**config.mk**
```make
export PLATFORM = sky130hd
export DESIGN_NAME = output_shaper
export DESIGN_NICKNAME = d
export VERILOG_FILES = /design/src/router_pkg.sv /design/src/output_shaper.sv
export SDC_FILE = /design/constraint.sdc
export NUM_CORES = 1
export LEC_CHECK = 0
export ABC_AREA = 1
export BUFFER_PORTS_ARGS = -buffer_cell sky130_fd_sc_hd__buf_2
export CAP_MARGIN = 20
export CORE_MARGIN = 2
export CORE_UTILIZATION = 37
export CTS_CLUSTER_SIZE = 25
export DETAILED_ROUTE_END_ITERATION = 8
export HOLD_SLACK_MARGIN = 0.15
export PLACE_DENSITY_LB_ADDON = 0.2
export SLEW_MARGIN = 20
export SYNTH_ARGS = -nofsm -noshare
export SYNTH_HDL_FRONTEND = slang
export SYNTH_SLANG_ARGS = --single-unit
```
**constraint.sdc**
```tcl
create_clock -name update_in -period 1.16 [get_ports update_in]
set_clock_uncertainty 0.05 [all_clocks]
set_input_delay 0 -clock update_in [delete_from_list [all_inputs] [get_ports update_in]]
set_output_delay 0 -clock update_in [all_outputs]
set_load 0.005 [all_outputs]
```
**src/router_pkg.sv**
```systemverilog
package router_pkg;

	//////////////////////////////////////////////////
	// sizes
	//////////////////////////////////////////////////

	localparam int W_CHAN = 16;			// bits per sample
	localparam int W_SEL = 3;			// bits per channel index
	localparam int N_IN = 8;			// channels from pid core
	localparam int N_OUT = 8;			// channels to output stage
	localparam int W_SETTLE = 3;			// settle counter width

	localparam int OUT_LIMIT = 30000;		// symmetric clamp bound
	localparam int SETTLE_CYCLES = 4;		// mute length after a write

	//////////////////////////////////////////////////
	// vector types
	//////////////////////////////////////////////////

	typedef logic signed [W_CHAN-1:0] chan_t;	// one sample
	typedef logic [W_SEL-1:0] sel_t;		// channel number
	typedef logic [N_OUT-1:0] mask_t;		// one bit per output
	typedef logic [W_SETTLE-1:0] settle_cnt_t;

	// channel i sits in slice i
	typedef chan_t [N_IN-1:0] in_bus_t;
	typedef chan_t [N_OUT-1:0] out_bus_t;

	//////////////////////////////////////////////////
	// command and controller types
	//////////////////////////////////////////////////

	typedef enum logic [1:0] {
		OP_ROUTE = 2'd0,			// set source of one output
		OP_ACTIVE = 2'd1,			// load activation mask
		OP_NOP = 2'd2				// settle only
	} cmd_op_t;

	// single frontpanel word, 16 bits
	typedef struct packed {
		cmd_op_t op;
		sel_t dest;
		sel_t src;
		mask_t mask;
	} fp_cmd_t;

	typedef struct packed {
		sel_t dest;				// output being rewired
		sel_t src;				// input it takes from
	} route_wr_t;

	typedef enum logic [1:0] {
		ST_IDLE,
		ST_WRITE,
		ST_SETTLE
	} fp_state_t;

endpackage

```
**src/output_shaper.sv**
```systemverilog
module output_shaper (
	input logic update_in,
	input logic reset,
	input router_pkg::out_bus_t routed,	// from router, combinational
	input logic mute,			// settle window open
	output router_pkg::out_bus_t data_bus_out
);

	import router_pkg::*;

	out_bus_t clamped;			// saturated copy of routed

	//////////////////////////////////////////////////
	// saturation
	//////////////////////////////////////////////////

	// clamp to +/- OUT_LIMIT
	function automatic chan_t clamp(input chan_t x);
		chan_t y;
		if (x > OUT_LIMIT) begin
			y = chan_t'(OUT_LIMIT);
		end else if (x < -OUT_LIMIT) begin
			y = chan_t'(-OUT_LIMIT);
		end else begin
			y = x;
		end
		return y;
	endfunction

	// per slice, no cross channel terms
	always_comb begin
		for (int i = 0; i < N_OUT; i++) begin
			clamped[i] = clamp(routed[i]);
		end
	end

	//////////////////////////////////////////////////
	// output register
	//////////////////////////////////////////////////

	always_ff @(posedge update_in) begin
		if (reset) begin
			data_bus_out <= '0;
		end else if (mute) begin
			data_bus_out <= '0;		// hide half written routes
		end else begin
			data_bus_out <= clamped;
		end
	end

endmodule

```
## Word-level counts from Yosys, hierarchy flattened

Index checks and enable logic that the tools add are counted.

| cells by class | value |
|---|---|
| mux-type cells | 16 |
| $lt $le $gt $ge | 16 |
| reductions and logical operators | 17 |

Operator list:

| cell | count |
|---|---|
| $gt 16x16->1 const B | 8 |
| $lt 16x16->1 const B | 8 |
| $mux 16 | 8 |
| $mux 15 | 8 |
| $reduce_or 4->1 | 8 |
| $reduce_or 3->1 | 8 |
| $reduce_or 2->1 | 1 |

| storage, ports and cells | value |
|---|---|
| bits in registers | 128 |
| word-level logic and storage cells | 73 |
| output and inout bits | 128 |

## Depth between registers and ports, before layout

| depth | value |
|---|---|
| depth in word-level cells | 3 |
| depth in mapped cells | 9 |

## Least setup slack after synthesis

No wires, ideal clock.

| path | value |
|---|---|
| path type | in2reg |
| start | input routed[47] in the netlist's numbering |
| end | register data_bus_out[32] in the netlist's numbering |
| stages | 9 |
| path slack | -0.092 ns |
| arrival | 1.137 ns |
| path buffers | 0 |
| path through | inv_1 -> nor4_1 -> nand2_1 -> nor2_1 -> nor2_1 -> ha_1 -> inv_1 -> nand3_2 -> nor2_1 |

| between the ends | value |
|---|---|
| longest elaborated chain between the ends | 2 |
| elaborated cells between the ends (all ways) | 3 |

Ends and longest elaborated chain:

| what | RTL line | text |
|---|---|---|
| start: declaration | output_shaper.sv:4 | `input router_pkg::out_bus_t routed,` |
| $gt 16x16->1 or $lt 16x16->1 (tied branches) | output_shaper.sv:20, output_shaper.sv:22 |  |
| $reduce_or 4->1 (no line) * | n/a |  |
| end signal: assignment | output_shaper.sv:47 | `data_bus_out <= clamped;` |
| end: declaration | output_shaper.sv:6 | `output router_pkg::out_bus_t data_bus_out` |

Every way passes the cells marked *; elsewhere a longest branch is shown, timed or not.
A chain may end at the register's enable or synchronous reset.

## Worst setup path in the final report

| path | value |
|---|---|
| start | input routed[100] in the netlist's numbering |
| end | register data_bus_out[102] in the netlist's numbering |

| between the ends | value |
|---|---|
| longest elaborated chain between the ends | 2 |
| elaborated cells between the ends (all ways) | 4 |

Ends and longest elaborated chain:

| what | RTL line |
|---|---|
| $gt 16x16->1 or $lt 16x16->1 (tied branches) | output_shaper.sv:20, output_shaper.sv:22 |
| $reduce_or 3->1 (no line) or $mux 16 (tied branches) | n/a |

Parallel ways exist; a longest one is shown, timed or not.

==> metrics.txt <==
Worst-path clk slew=roughly 60 ps; total die area=15,230 µm²; pin count of the biggest net entering global routing=24; synth unique cells=20; Rows=43; placed cell areas=7918 µm²; Mapped Area=~5300 µm²; finished layout cell area=10,200 µm²; Slew Viols, Final=0; Core Util, Final=73.48%; Final WS setup=-19.56 ps; critical path capture point type=register; Placer Congestion=0.8895; hold violation count in the final report=0; most frequent cell after synthesis=nor2_1; Tot GR Track Use=between 20% and 30%; maxcap violations=0; Port Buffers=258; first drt pass iteration count=5; Worst-Margin Slew=338.5 ps; cell count after synthesis=around 740; ANT nets after route=0; fmax=847.8 MHz; crit path launch type=input pin; EDFF count, synth=0; Yosys warnings=0; via count=a little under 7,000; leading area contributor after synthesis=dfxtp_1; buffer depth of the longest clock path=2; initial antenna violation count=1; multi-input logic area=2754 µm²; CTS root buf=clkbuf_16; Mapped Avg Cell Area=about 7.2 µm²; fraction of layout cells with a size suffix above 1=41.02%; biggest regs=data_bus_out x128; critical setup path kind=in -> reg; Largest register FFs=128; grt total ovfl=0; Reg area=around 2600 µm²; Post-Layout Cell Count=1,473; highest ir drop seen on vdd=1.000 mV; placed cells=between 1,000 and 1,500; post-route setup TNS=-62.43 ps; Yosys reg bits=128; CTS buffer count=17; Remaining DRCs=0; DRT iter0 DRCs=323; Worst Setup Slack post-DPL=-342.3 ps; P&R area growth vs syn=93.36%; Final nets=1,418; fill count=1,065; Data arrival, critical path=approximately 1500 ps; hold crit path type=in -> reg; I/O Pins=259; status=finished with violations; failing checks=negative setup slack; WL final=19,520 µm; slew margin rel.=between 70% and 80%; Biggest register=data_bus_out; Core Region=between 10,000 and 15,000 µm²; vias in the first global route=6,491; first-pass GRT wire length=28,790 µm; Data required, critical path=1460 ps; DR vias/cell=4.631; Leak Pwr=roughly 0.0052 µW; clock sink count=128; die width=about 120 µm; Critical Path Fanout Max=5; most used flip-flop cell after synthesis=dfxtp_1; placed wire-length estimate=around 13,000 µm; fin crit period=1180 ps; Initial Util=38.00%; Synth top cells by count=nor2_1, nand2_1, dfxtp_1, inv_1, a21oi_1; post-synthesis sequential area ratio=48.58%; async set-or-reset flop fraction in the synthesized netlist=0%; power per cell area=1265 nW/µm²; CTS tree=done; setup violators final=7; share of the synthesized area in the top cell type=48.58%; synth top area cells=dfxtp_1, nor2_1, nand2_1; Syn Nets=876; crit share post-route=101.7%; mean routed wirelength per cell=13.25 µm; RSZ-0062 raised after global routing=yes; htree depth=4; Die Span Y=123.4 µm
cell type report:
type	count	area share, %
timing repair buffer	528	36.08
multi-input combinational	523	27.00
sequential	128	25.12
clock buffer	19	4.441
inverter	81	3.079
tap	180	2.208
clock inverter	13	2.049
antenna	1	0.02453
cell usage in the layout (no fill, tap or decap), drive strengths merged:
cell type / synthesis / layout
dfxtp: 128 / 128
o211ai: 8 / 8
clkbuf: 1 / 20
o21ai: 8 / 8
buf: 6 / 403
nand2: 176 / 178
clkinv: 0 / 4
inv: 81 / 82
ha: 8 / 8
nor2: 201 / 201
bufinv: 0 / 5
clkinvlp: 0 / 3
diode: 0 / 1
dlymetal6s4s: 0 / 2
a31oi: 8 / 8
a21oi: 56 / 56
dlygate4sd3: 0 / 122
nand4: 8 / 8
nand3: 32 / 32
nor4: 16 / 16
metrics by stage:
stage               hold slack, ps  power [µW]
global placement             178.7        6554
global route                 35.16       13470
CTS                          74.54       12840
floorplan                    62.22        5454
detailed placement           180.7        6566
finish                       24.97       12900
logic make-up after synthesis:
kind of cell,count (synthesis),share of synthesized area (%)
flip-flops,128,48.58
AND/OR/NAND/NOR,433,34.32
AO/OA/AOI/OAI,80,8.160
adder cells (fa/ha/maj),8,1.898
buffers and inverters,88,7.044
power breakdown:
part / internal [µW] / total, µW / switching [µW]
Clock: 3930 / 5930 / 2000
Combinational: 1190 / 2310 / 1120
Sequential: 4610 / 4660 / 49.4
Total: 9730 / 12900 / 3170
layer usage:
metal | routed length (µm) | GRT usage [%] | up-vias
li1 | - | - | 3423
met1 | 7637 | 25.31 | 3094
met2 | 9772 | 43.65 | 248
met3 | 1363 | 6.965 | 57
met4 | 750 | 12.93 | 0
met5 | 0 | 0 | -
critical path: stages:
cell and delay [ps]:
buf_2 110, dlygate4sd3_1 550, buf_4 140, nand2_1 60
nand2_1 80, nand3_1 130, nand2_2 90, nand2_4 130
nand2_4 80, nor2_1 100
worst paths after layout:
check	startpoint	cells after the start	endpoint
setup / recovery	routed[100]	10	data_bus_out[102]
hold / removal	routed[15]	5	data_bus_out[15]
timing repair:
item	in CTS	in global routing
hold endpoints to repair	128	10
buffers inserted	0	14
hold buffers	129	6
resized for setup	0	67
setup endpoints to repair	0	89
Note: power is estimated with default switching activity, not from simulation.
