<file path="src/router_pkg.sv">
package router_pkg;

	//////////////////////////////////////////////////
	// sizes
	//////////////////////////////////////////////////

	localparam int W_CHAN = 16;			// bits per sample
	localparam int W_SEL = 3;			// bits per channel index
	localparam int N_IN = 8;			// channels from pid core
	localparam int N_OUT = 8;			// channels to output stage
	localparam int W_SETTLE = 3;			// settle counter width

	localparam int OUT_LIMIT = 30000;		// symmetric clamp bound
	localparam int SETTLE_CYCLES = 4;		// mute length after a write

	//////////////////////////////////////////////////
	// vector types
	//////////////////////////////////////////////////

	typedef logic signed [W_CHAN-1:0] chan_t;	// one sample
	typedef logic [W_SEL-1:0] sel_t;		// channel number
	typedef logic [N_OUT-1:0] mask_t;		// one bit per output
	typedef logic [W_SETTLE-1:0] settle_cnt_t;

	// channel i sits in slice i
	typedef chan_t [N_IN-1:0] in_bus_t;
	typedef chan_t [N_OUT-1:0] out_bus_t;

	//////////////////////////////////////////////////
	// command and controller types
	//////////////////////////////////////////////////

	typedef enum logic [1:0] {
		OP_ROUTE = 2'd0,			// set source of one output
		OP_ACTIVE = 2'd1,			// load activation mask
		OP_NOP = 2'd2				// settle only
	} cmd_op_t;

	// single frontpanel word, 16 bits
	typedef struct packed {
		cmd_op_t op;
		sel_t dest;
		sel_t src;
		mask_t mask;
	} fp_cmd_t;

	typedef struct packed {
		sel_t dest;				// output being rewired
		sel_t src;				// input it takes from
	} route_wr_t;

	typedef enum logic [1:0] {
		ST_IDLE,
		ST_WRITE,
		ST_SETTLE
	} fp_state_t;

endpackage

</file>
<file path="src/settle_timer.sv">
module settle_timer (
	input logic update_in,
	input logic reset,
	input logic settle_start,		// pulse from controller
	output logic settle_busy		// mute level
);

	import router_pkg::*;

	settle_cnt_t cnt;			// remaining mute cycles

	//////////////////////////////////////////////////
	// down counter
	//////////////////////////////////////////////////

	always_ff @(posedge update_in) begin
		if (reset) begin
			cnt <= '0;
		end else if (settle_start) begin
			cnt <= settle_cnt_t'(SETTLE_CYCLES);	// reload full window
		end else if (cnt != '0) begin
			cnt <= cnt - 1'b1;
		end
	end

	// high from the start edge for SETTLE_CYCLES cycles
	assign settle_busy = (cnt != '0);

	//////////////////////////////////////////////////
	// checks
	//////////////////////////////////////////////////

	// controller waits out the window before the next write
	// a restart here would stretch the mute silently
	a_no_restart : assert property (
		@(posedge update_in) disable iff (reset)
		settle_start |-> !settle_busy
	) else $error("settle start while still busy");

	// window length as seen from outside
	a_window_len : assert property (
		@(posedge update_in) disable iff (reset)
		settle_start |=> settle_busy [*SETTLE_CYCLES] ##1 !settle_busy
	) else $error("settle window has wrong length");

endmodule

</file>
<file path="config.mk">
export PLATFORM = sky130hd
export DESIGN_NAME = settle_timer
export DESIGN_NICKNAME = d
export VERILOG_FILES = /design/src/router_pkg.sv /design/src/settle_timer.sv
export SDC_FILE = /design/constraint.sdc
export NUM_CORES = 1
export LEC_CHECK = 0
export BUFFER_PORTS_ARGS = -buffer_cell sky130_fd_sc_hd__buf_2
export CAP_MARGIN = 10
export CORE_AREA = 2 2 39 41
export CTS_CLUSTER_DIAMETER = 150
export CTS_CLUSTER_SIZE = 16
export DETAILED_ROUTE_END_ITERATION = 7
export DIE_AREA = 0 0 41 43
export PLACE_DENSITY = 0.34
export SLEW_MARGIN = 15
export SYNTH_ARGS = -nofsm -noshare
export SYNTH_HDL_FRONTEND = slang
export SYNTH_SLANG_ARGS = --single-unit
</file>
<file path="constraint.sdc">
create_clock -name update_in -period 2.45 [get_ports update_in]
set_input_delay 0.1225 -clock update_in [delete_from_list [all_inputs] [get_ports update_in]]
set_output_delay 0.1225 -clock update_in [all_outputs]
set_load 0.1 [all_outputs]
</file>
# --- After elaboration in Yosys (flattened, before gate mapping) ---
# Cells that the tools add are included.
totals:
  register_bits: 3
  input_bits: 3
  out_inout_bits: 1
  word_cells: 8
classes:
  add_sub_neg: 1
  muxes: 2
  reduce_logical: 3
op_table:
  columns: ["cell", "count"]
  rows:
  - ["two-way mux 3 bit", 2]
  - ["nonzero test 3 bit", 1]
  - ["subtractor 3 x 1 -> 3 bit, second input constant", 1]
  - ["nonzero test 2 bit", 1]
  - ["OR reduction 2 bit", 1]

# --- Depth between registers and ports, before layout ---
depth:
  depth_word: 3
  depth_mapped: 6
  mapped_depth_nobuf: 6

# --- Least setup slack after synthesis ---
# No wires, ideal clock.
synth_timing:
  path_type: "reg-to-reg"
  from: "register cnt[0]"
  to: "register cnt[1]"
  setup_ps: 151
  arrival_time_ps: 1292
  setup_slack_ps: 1007
  path_stages_with_launch: 6
  period_less_slack_ps: 1443
  path_cell_list: "dfxtp_1 inv_1 ha_1 ha_1 inv_2 a2111oi_2"
synth_between:
  elab_chain_cells: 1
synth_rtl:
  columns: ["item", "line", "rtl"]
  rows:
  - ["start: declaration", "settle_timer.sv:10", "settle_cnt_t cnt;"]
  - ["start signal: assignment", "settle_timer.sv:20", "cnt <= settle_cnt_t'(SETTLE_CYCLES);"]
  - ["start signal: assignment", "settle_timer.sv:22", "cnt <= cnt - 1'b1;"]
  - ["nonzero test 3 bit", null, null]
  - ["net settle_busy", "settle_timer.sv:5", "output logic settle_busy"]
# The timed path passes the listed nets, and every way through them passes these cells.
# A chain may end at the register's enable or synchronous reset.

# --- Worst setup path in the final report ---
layout_timing:
  from: "register cnt[0]"
  to: "output port settle_busy"
layout_between:
  elab_chain_cells: 1
layout_rtl:
  columns: ["item", "line", "rtl"]
  rows:
  - ["nonzero test 3 bit", "settle_timer.sv:27", "assign settle_busy = (cnt != '0);"]
  - ["end: declaration", "settle_timer.sv:5", null]
# No other way between the ends.

==> out/summary.txt <==
========================================================================================
Outcome ................................................................... finished, final reports clean
Registers with the most flip-flops ........................................ cnt: 3 flops
Wire length of the first global-routing pass ..............................       365 um
Total GRT Usage ...........................................................       4.208%
Most instantiated flip-flop cell in the synthesis netlist ................. sky130_fd_sc_hd__dfxtp_1
Weighted congestion at the end of routability-driven global placement .....       0.6197
Final Hold Fails ..........................................................            0
Post-synth EDFFs ..........................................................            0
Std cell rows .............................................................           14
Count of pins over their slew limit .......................................            0
Synth warn ................................................................            0
Area share of the largest cell type after synthesis .......................       35.29%
Layout cell share with drive strength beyond 1 ............................       32.00%
RSZ-0062 raised after global routing ......................................           no
Post-Syn Instances ........................................................           18
Class of the tightest hold or removal check ...............................    in -> reg
CORE AREA ................................................................. 0.001384 sq mm
Leakage component of the power ............................................    0.1165 nW
HPWL after detailed placement .............................................     195.5 um
Max reg flops .............................................................            3
Deepest clock path buffer count ...........................................            2
I/O Buffers ...............................................................            3
Hold buffer count at cts ..................................................            0
Number of placed I/O pins .................................................            4
Worst slew pin tran .......................................................    0.4858 ns
Type of origin of the critical path .......................................     register
Worst-path clk slew .......................................................      0.04 ns
Number of setup buffers added after CTS ...................................            0
Antenna cells .............................................................            0
CTS root buffer ........................................................... sky130_fd_sc_hd__clkbuf_4
Post-DR vias/cell .........................................................        3.122
Maximum ir drop on the vdd rail ...........................................  0.0003331 V
Die area .................................................................. 0.001763 sq mm
Pre-CTS worst setup slack .................................................    0.9938 ns
Portion of the clock cycle consumed by the worst path in the final layout .       69.46%
Post-Synthesis Mean Instance Area .........................................  9.454 sq um
Post-CTS resize count .....................................................            0
Shortest period the worst path allows .....................................     1.702 ns
Fraction of the yosys area taken by sequential cells ......................       35.29%
Number of global-route vias before repair .................................          101
Number of antenna violations at the first check in global routing .........            0
Area grow syn2layout ......................................................       36.03%
Largest net degree at the start of global routing .........................            5
Total length of routed wires ..............................................       267 um
Library cell with the highest instance count after synthesis .............. sky130_fd_sc_hd__inv_1
Least setup slack across all paths after layout ...........................    0.7482 ns
Critical path class .......................................................   reg -> out
Drt drc ...................................................................            0
Number of nets with antenna violations after routing ......................            0
Signal arrival time at the worst endpoint .................................      1.58 ns
Post-Route Skew ...........................................................  0.006774 ns
Total clock buffers created by CTS ........................................            3
CTS tree ..................................................................        built
Count of cell types in the netlist ........................................           10
Register with the highest flop count ......................................          cnt
Grt ovf ...................................................................            0
Cell count of the worst reg-to-reg path ...................................            5
Netlist Area Pre-Place ....................................................  170.2 sq um
Total of fill cells in the finished design ................................          152
Drt first-iter violations .................................................            0
Die Y .....................................................................        43 um
Non-Filler Cell Area, Final ...............................................  231.5 sq um
Clock sink count ..........................................................            3
Maximum level of the CTS H-tree ...........................................            1
Via count .................................................................          128
Total power density per cell area ......................................... 853.2 mW/mm^2
Ranking of synthesized cells by instance count ............................ sky130_fd_sc_hd__inv_1, sky130_fd_sc_hd__dfxtp_1, sky130_fd_sc_hd__ha_1
Die Wd ....................................................................        41 um
Final-layout setup total negative slack ...................................         0 ns
Top post-synthesis cells by area .......................................... sky130_fd_sc_hd__dfxtp_1, sky130_fd_sc_hd__ha_1, sky130_fd_sc_hd__inv_1
Worst slew slack as a fraction of its limit ...............................       67.84%
Post-layout net count .....................................................           32
Hold-critical path depth ..................................................            2
Fraction of registers with async set/reset ................................           0%
Wirelength per Cell .......................................................     6.512 um
Nature of the critical path endpoint ......................................  output port
Count of TritonRoute iterations in the first routing pass .................            1
CP required ...............................................................      2.33 ns
Max Clk Rate ..............................................................    587.6 MHz
Yosys reg bits ............................................................            3
Clock latency reported for the late side of the worst-skew pair ...........      0.24 ns
CP Max Fanout .............................................................            4
Synthesized netlist net count .............................................           24
Area leader, netlist ...................................................... sky130_fd_sc_hd__dfxtp_1
Starting density of the core ..............................................       12.30%
Max capacitance violation total ...........................................            0
Area after DPL ............................................................  205.2 sq um
Final setup fails .........................................................            0
========================================================================================
[layer usage]
| metal | vias up | global-route usage [%] | share of wire [%] |
|---|---|---|---|
| met1 | 48 | 4.153 | 46 |
| met5 | - | 0 | 0 |
| li1 | 70 | - | - |
| met4 | 0 | 8.000 | 8.6 |
| met2 | 6 | 2.500 | 34 |
| met3 | 4 | 4.712 | 10 |
[path summary, 6_finish.rpt]
check,slack (ns),start,end
setup / recovery,0.75,cnt[0]$_SDFFE_PP0P_,settle_busy
setup reg to reg,1.15,cnt[0]$_SDFFE_PP0P_,cnt[1]$_SDFFE_PP0P_
hold / removal,0.09,reset,cnt[2]$_SDFFE_PP0P_
hold reg to reg,0.53,cnt[1]$_SDFFE_PP0P_,cnt[1]$_SDFFE_PP0P_
[critical path, stage by stage (launching register included)]
cell                      delay [ns]
sky130_fd_sc_hd__dfxtp_1        0.33
sky130_fd_sc_hd__inv_1          0.05
sky130_fd_sc_hd__ha_1           0.20
sky130_fd_sc_hd__ha_1           0.25
sky130_fd_sc_hd__inv_2          0.08
sky130_fd_sc_hd__buf_2          0.42
[kinds of logic after synthesis]
family | after synthesis | synth area share [%]
AO/OA/AOI/OAI | 2 | 11.76
XOR/XNOR | 1 | 5.148
buffers and inverters | 6 | 13.23
flip-flops | 3 | 35.30
adder cells (fa/ha/maj) | 3 | 22.06
AND/OR/NAND/NOR | 2 | 6.617
multiplexers | 1 | 5.883
[area by class of cell]
cell class                      count  area [sq um]  share of cell area, %
Multi-Input combinational cell      9         87.58                  37.84
Sequential cell                     3         60.06                  25.95
Clock buffer                        4         26.28                  11.35
Inverter                            6         22.52                  9.730
Tap cell                           16         20.02                  8.649
Timing Repair Buffer                3         15.01                  6.486
[layout by cell type (no fill, tap or decap)]
cell type / Yosys / routed
sky130_fd_sc_hd__inv_1: 5 / 5
sky130_fd_sc_hd__ha_1: 3 / 3
sky130_fd_sc_hd__clkbuf_4: 0 / 3
sky130_fd_sc_hd__dfxtp_1: 3 / 3
sky130_fd_sc_hd__buf_2: 0 / 3
sky130_fd_sc_hd__inv_2: 1 / 1
sky130_fd_sc_hd__nor2b_1: 1 / 1
sky130_fd_sc_hd__a2111oi_2: 1 / 1
sky130_fd_sc_hd__mux2i_1: 1 / 1
sky130_fd_sc_hd__a21oi_1: 1 / 1
sky130_fd_sc_hd__xor2_1: 1 / 1
sky130_fd_sc_hd__nor3_1: 1 / 1
sky130_fd_sc_hd__clkbuf_1: 0 / 1
[per-stage QoR]
| stage | instances | hold slack, ns | utilization, % | power [mW] |
|---|---|---|---|---|
| global placement | 37 | 0.3353 | 14.83 | 0.1108 |
| detailed placement | 37 | 0.3370 | 14.83 | 0.1107 |
| CTS | 41 | 0.08526 | 16.73 | 0.2019 |
| finish | 41 | 0.08643 | 16.73 | 0.1975 |
| global route | 41 | 0.08573 | 16.73 | 0.2088 |
| floorplan | 18 | 0.1916 | - | 0.1018 |
[power breakdown]
group | switching [mW] | total (mW) | internal, mW
Clock | 0.0266 | 0.0877 | 0.0611
Sequential | 0.00251 | 0.0560 | 0.0535
Combinational | 0.0381 | 0.0537 | 0.0156
(Power assumes the default switching activity.)
