[config.mk]
export PLATFORM = sky130hd
export DESIGN_NAME = frontpanel_ctrl
export DESIGN_NICKNAME = d
export VERILOG_FILES = /design/src/router_pkg.sv /design/src/frontpanel_ctrl.sv
export SDC_FILE = /design/constraint.sdc
export NUM_CORES = 1
export LEC_CHECK = 0
export BUFFER_PORTS_ARGS = -buffer_cell sky130_fd_sc_hd__buf_2
export CORE_MARGIN = 1
export CORE_UTILIZATION = 42
export CTS_CLUSTER_DIAMETER = 60
export CTS_CLUSTER_SIZE = 8
export DETAILED_ROUTE_END_ITERATION = 12
export PLACE_DENSITY_LB_ADDON = 0.25
export SYNTH_ARGS = -nofsm -noshare
export SYNTH_HDL_FRONTEND = slang
export SYNTH_SLANG_ARGS = --single-unit
[constraint.sdc]
create_clock -name update_in -period 2.3 [get_ports update_in]
set_input_delay 0.345 -clock update_in [delete_from_list [all_inputs] [get_ports update_in]]
set_output_delay 0.345 -clock update_in [all_outputs]
set_load 0.05 [all_outputs]
[src/router_pkg.sv]
package router_pkg;

	//////////////////////////////////////////////////
	// sizes
	//////////////////////////////////////////////////

	localparam int W_CHAN = 16;			// bits per sample
	localparam int W_SEL = 3;			// bits per channel index
	localparam int N_IN = 8;			// channels from pid core
	localparam int N_OUT = 8;			// channels to output stage
	localparam int W_SETTLE = 3;			// settle counter width

	localparam int OUT_LIMIT = 30000;		// symmetric clamp bound
	localparam int SETTLE_CYCLES = 4;		// mute length after a write

	//////////////////////////////////////////////////
	// vector types
	//////////////////////////////////////////////////

	typedef logic signed [W_CHAN-1:0] chan_t;	// one sample
	typedef logic [W_SEL-1:0] sel_t;		// channel number
	typedef logic [N_OUT-1:0] mask_t;		// one bit per output
	typedef logic [W_SETTLE-1:0] settle_cnt_t;

	// channel i sits in slice i
	typedef chan_t [N_IN-1:0] in_bus_t;
	typedef chan_t [N_OUT-1:0] out_bus_t;

	//////////////////////////////////////////////////
	// command and controller types
	//////////////////////////////////////////////////

	typedef enum logic [1:0] {
		OP_ROUTE = 2'd0,			// set source of one output
		OP_ACTIVE = 2'd1,			// load activation mask
		OP_NOP = 2'd2				// settle only
	} cmd_op_t;

	// single frontpanel word, 16 bits
	typedef struct packed {
		cmd_op_t op;
		sel_t dest;
		sel_t src;
		mask_t mask;
	} fp_cmd_t;

	typedef struct packed {
		sel_t dest;				// output being rewired
		sel_t src;				// input it takes from
	} route_wr_t;

	typedef enum logic [1:0] {
		ST_IDLE,
		ST_WRITE,
		ST_SETTLE
	} fp_state_t;

endpackage

[src/frontpanel_ctrl.sv]
module frontpanel_ctrl (
	input logic update_in,
	input logic reset,

	// command word from frontpanel
	input router_pkg::fp_cmd_t cmd,
	input logic cmd_strobe,			// one cycle pulse

	// table writes to router
	output logic route_we,
	output router_pkg::route_wr_t route_wr,
	output logic active_we,
	output router_pkg::mask_t active_mask,

	// settle timer handshake
	output logic settle_start,
	input logic settle_busy,

	// status
	output logic busy,
	output logic cmd_drop			// strobe lost while busy
);

	import router_pkg::*;

	fp_state_t state;
	fp_state_t state_next;
	fp_cmd_t cmd_q;				// command held through the write

	logic accept;				// strobe taken this cycle

	assign accept = cmd_strobe && (state == ST_IDLE);

	//////////////////////////////////////////////////
	// state machine
	//////////////////////////////////////////////////

	always_comb begin
		state_next = state;
		case (state)
			ST_IDLE: begin
				if (cmd_strobe) begin
					state_next = ST_WRITE;
				end
			end
			ST_WRITE: begin
				state_next = ST_SETTLE;	// write lasts one cycle
			end
			ST_SETTLE: begin
				if (!settle_busy) begin
					state_next = ST_IDLE;
				end
			end
			default: begin
				state_next = ST_IDLE;
			end
		endcase
	end

	always_ff @(posedge update_in) begin
		if (reset) begin
			state <= ST_IDLE;
			cmd_drop <= 1'b0;
		end else begin
			state <= state_next;
			cmd_drop <= cmd_strobe && (state != ST_IDLE);	// dropped, not queued
		end
	end

	// latch on acceptance only
	always_ff @(posedge update_in) begin
		if (accept) begin
			cmd_q <= cmd;
		end
	end

	//////////////////////////////////////////////////
	// decode
	//////////////////////////////////////////////////

	assign route_we = (state == ST_WRITE) && (cmd_q.op == OP_ROUTE);
	assign active_we = (state == ST_WRITE) && (cmd_q.op == OP_ACTIVE);
	assign route_wr = '{dest: cmd_q.dest, src: cmd_q.src};
	assign active_mask = cmd_q.mask;

	// every op settles, nop included
	assign settle_start = (state == ST_WRITE);

	assign busy = (state != ST_IDLE);

	//////////////////////////////////////////////////
	// checks
	//////////////////////////////////////////////////

	// a table write belongs to the write state and the timer must pick it up
	a_write_then_mute : assert property (
		@(posedge update_in) disable iff (reset)
		(route_we || active_we) |-> (state == ST_WRITE) ##1 settle_busy
	) else $error("table write outside write state or not followed by mute");

endmodule

# Word level (Yosys, flattened, before mapping)
# Index checks and enable logic that the tools add are counted.
# word_totals
register_bits,19
inputBits,20
output_inout_bits,19
elab_cells,22
# classes
eq_ne,5
n_mux,3
reduce_logical,8
# ops
cell,count
$pmux W2 S3,1
$eq A2 B1 Y1 const B,2
$logic_and A1 B1 Y1,4
$logic_not A2 Y1,2
$mux W2,2
$ne A2 B2 Y1 const B,2
$eq A2 B2 Y1 const B,1
$reduce_and A2 Y1,1
$reduce_bool A2 Y1,1

# Longest topological paths before layout
# logic_depth
depth_word,3
ltp_mapped,2
mapped_depth_nobuf,2

# Worst setup path before layout
# OpenSTA, ideal clock, no wires.
# synth_path
path_type,register to output
startpoint,register state[1]
endpoint,output port active_we
arrival_ns,1.596
required_time_ns,1.955
slack_ns,0.359
path_stages_with_launch,3
n_path_buf,0
path_cell_list,dfxtp_1 > nand2b_4 > nor3b_1
# synth_between
elab_chain_len,2
# synth_rtl
element,line_no,source
"start, declared",frontpanel_ctrl.sv:26,fp_state_t state;
"start signal, assigned",frontpanel_ctrl.sv:65,state <= state_next;
$eq A2 B1 Y1,frontpanel_ctrl.sv:82,assign active_we = (state == ST_WRITE) && (cmd_q.op == OP_ACTIVE);
$logic_and A1 B1 Y1,frontpanel_ctrl.sv:82,
"end, declared",frontpanel_ctrl.sv:12,"output logic active_we,"
# Every way passes these cells.

# Worst setup path in the final report
# Same ends and word-level chain as after synthesis.

==> impl_metrics.json <==
{
  "crit_path_start_kind": "flip-flop",
  "largest_family_of_logic_cells_by_synthesized_area": "buffers and inverters",
  "clockBufferDepth": 2,
  "worst_hold_path_type": "input pin to flip-flop",
  "power.clock.fraction_pct": 22.4,
  "comb_power_share_pct": 19.1,
  "pwr_density_cell_nw_per_um2": 798,
  "gr-usage-all-layers_pct": 11.1,
  "setup_violations": 0,
  "finalHoldViolations": 0,
  "final_area_um2": 870,
  "worst_slew_pin_slew_ns": 0.255,
  "p_int_mw": 0.501,
  "synth_fa_ha_area_share_pct": 0,
  "total_of_cells_resized_after_clock_tree_synthesis": 0,
  "cts_root_buf": "sky130_fd_sc_hd__clkbuf_4",
  "max_clock_freq_ghz": 0.643,
  "via_count_of_the_routed_design": 405,
  "wl_per_cell_um": 10.8,
  "global_route.overflow_total": 0,
  "worst_ep_arrival_time_ns": 1.21,
  "mostFrequentLayoutCell": "sky130_fd_sc_hd__buf_2",
  "multi_input_comb_area_um2": 77.6,
  "drv_cap": 0,
  "max_slew_margin_pct": 83.1,
  "cell_area_after_placement_um2": 843,
  "clock_tree_from_tritoncts": "built",
  "seqPwrFrac_pct": 58.5,
  "post-route-period-util_pct": 67.7,
  "setup_skew_after_layout_ns": 0.00159,
  "tritoncts.num_buffers": 3,
  "post_cts.repair.setup_buffers": 0,
  "final_layout_size_suffix_gt1_share_pct": 62.2,
  "path_buf_inv": 1,
  "worst-endpoint-required_ns": 1.96,
  "yosysWarningCount": 0,
  "antenna-diode-count": 0,
  "cp_slowest_cell": "sky130_fd_sc_hd__dfxtp_1",
  "tritoncts_num_sinks": 19,
  "syn-instance-count": 45,
  "die_height_um": 43.7,
  "power.switching_mw": 0.192,
  "cts_hold_repair.buffers": 0,
  "post_synth_num_cell_types": 14,
  "grt_antenna_before_repair": 0,
  "wl_um": 969,
  "layout.filler_cells": 135,
  "worst_setup_path_startpoint": "state[1]$_SDFFE_PP0P_",
  "first_pass_iters": 8,
  "post-place-cells": 86,
  "seqCellArea_um2": 541,
  "core_area_um2": 1560,
  "place.port_buffers": 38,
  "worst_hold_slack_ns": 0.216,
  "critPathKind": "flip-flop to primary output",
  "synth_compound_area_share_pct": 0.685,
  "clkLatencyLatePin_ns": 0.28,
  "cp_cell_sequence": "nand2b_4 -> nor3b_1 -> buf_2",
  "place_congestion": 0.672,
  "setup_repair_after_global_routing_missed_its_margin": "false",
  "grt_first_pass_wirelength_um": 1500,
  "timing.critical_path.to_type": "primary output",
  "vdd_drop_max_mv": 0.428,
  "timing.critical_path.slowest_cell_delay_ns": 0.33,
  "boundaryPins": 39,
  "timing.critical_path.fanout_max": 4,
  "std_cell_rows": 14,
  "area_growth_syn_to_layout_pct": 19.0,
  "synthesis.nets": 65,
  "synthesis.area_per_instance_um2": 16.2,
  "first_global_vias": 395,
  "synthesis.area_um2": 731,
  "drc": 2,
  "clock_input_transition_at_the_sequential_cells_of_the_worst_setup_and_hold_paths_ns": 0.09,
  "grt_start_max_net_pins": 17,
  "synth_seq_area_share_pct": 74.0,
  "htreeDepth": 1,
  "ys_ff_latch": 19,
  "die_width_um": 43.7,
  "synthSimpleGateAreaFrac_pct": 9.93,
  "most-common-layout-cells": "sky130_fd_sc_hd__buf_2, sky130_fd_sc_hd__edfxtp_1, sky130_fd_sc_hd__clkbuf_4, sky130_fd_sc_hd__dfxtp_1, sky130_fd_sc_hd__inv_1",
  "synth_xor_area_share_pct": 0,
  "cpLargestDelayFamily": "flip-flops",
  "run_status": "finished, violations left",
  "leakagePower_nw": 0.391,
  "hold_path_startpoint": "reset",
  "route.detailed.vias_per_inst": 4.50,
  "fin_setup_tns_ns": 0,
  "failing_checks": "design-rule violations",
  "portion_of_netlist_area_occupied_by_mux_cells_pct": 0,
  "initial_cell_density_of_the_core_pct": 46.9,
  "initialDrtViolationCount": 7,
  "ant_nets": 0,
  "p_sw_share_pct": 27.7,
  "layoutNonFillerInstCount": 90,
  "total_die_area_um2": 1910,
  "nets_final": 95,
  "rr_startpoint": "state[0]$_SDFFE_PP0P_",
  "period_minus_slack_ns": 1.56,
  "timing.final.max_slew_violations": 0,
  "post-layout-total-power_mw": 0.694
}
## state kept, by name, summed over array words and instances, names as in the netlist
signal       count
active_mask      8
route_wr         6
cmd_q            2
state            2
cmd_drop         1
## final timing paths
| kind | endpoint | slack (ns) | cells past startpoint |
|---|---|---|---|
| max | active_we | 0.74 | 3 |
| max reg2reg | active_mask[1]$_DFFE_PP_ | 1.06 | 3 |
| min | state[1]$_SDFFE_PP0P_ | 0.22 | 2 |
| min reg2reg | state[1]$_SDFFE_PP0P_ | 0.50 | 2 |
## Yosys cell counts
library cell	count	area [um^2]
sky130_fd_sc_hd__nor2_1	1	3.75
sky130_fd_sc_hd__nor2_2	1	6.26
sky130_fd_sc_hd__nor3_1	1	5.00
sky130_fd_sc_hd__buf_4	14	105
sky130_fd_sc_hd__a21oi_1	1	5.00
sky130_fd_sc_hd__or2_4	1	8.76
sky130_fd_sc_hd__nor2b_4	1	13.8
sky130_fd_sc_hd__inv_1	2	7.51
sky130_fd_sc_hd__nand2b_1	1	6.26
sky130_fd_sc_hd__dfxtp_1	3	60.1
sky130_fd_sc_hd__nand3b_1	1	7.51
sky130_fd_sc_hd__edfxtp_1	16	480
sky130_fd_sc_hd__nand2b_4	1	13.8
sky130_fd_sc_hd__nor3b_1	1	7.51
## logic make-up after synthesis
| family | count (synthesis) |
|---|---|
| AO/OA/AOI/OAI | 1 |
| flip-flops | 19 |
| buffers and inverters | 16 |
| AND/OR/NAND/NOR | 9 |
## cell type report
cell class	instances	share of cell area, %
well taps	16	2.30
repair buffers	39	22.7
inverters	2	0.863
flip-flops and latches	19	62.2
multi-input cells	10	8.92
clock buffers	4	3.02
## per-layer routing
layer,share of wire [%],vias up,global-route usage [%]
li1,-,198,-
met1,35,186,10.5
met2,57,21,21.5
met3,8.6,0,2.92
met4,0,0,5.63
met5,0,-,0
## power by group through the flow
stage	Combinational (mW)	Clock [mW]	Sequential (mW)
after detailed placement	0.133	0	0.414
final	0.132	0.155	0.406
after floorplan	0.113	0	0.416
after CTS	0.133	0.167	0.406
after global routing	0.140	0.181	0.408
after global placement	0.133	0	0.413
## per-stage QoR
stage / util (%) / setup slack [ns]
2_1_floorplan: - / 0.359
3_3_place_gp: 54.1 / 1.07
3_5_place_dp: 54.1 / 1.06
4_1_cts: 55.8 / 0.721
5_1_grt: 55.8 / 0.610
6_report: 55.8 / 0.744
## worst register-to-register path, stage by stage (launching register included)
cell and delay (ns):
sky130_fd_sc_hd__dfxtp_1 0.35, sky130_fd_sc_hd__or2_4 0.28, sky130_fd_sc_hd__nor2_1 0.09, sky130_fd_sc_hd__buf_4 0.23
Note: power is estimated with default switching activity, not from simulation.
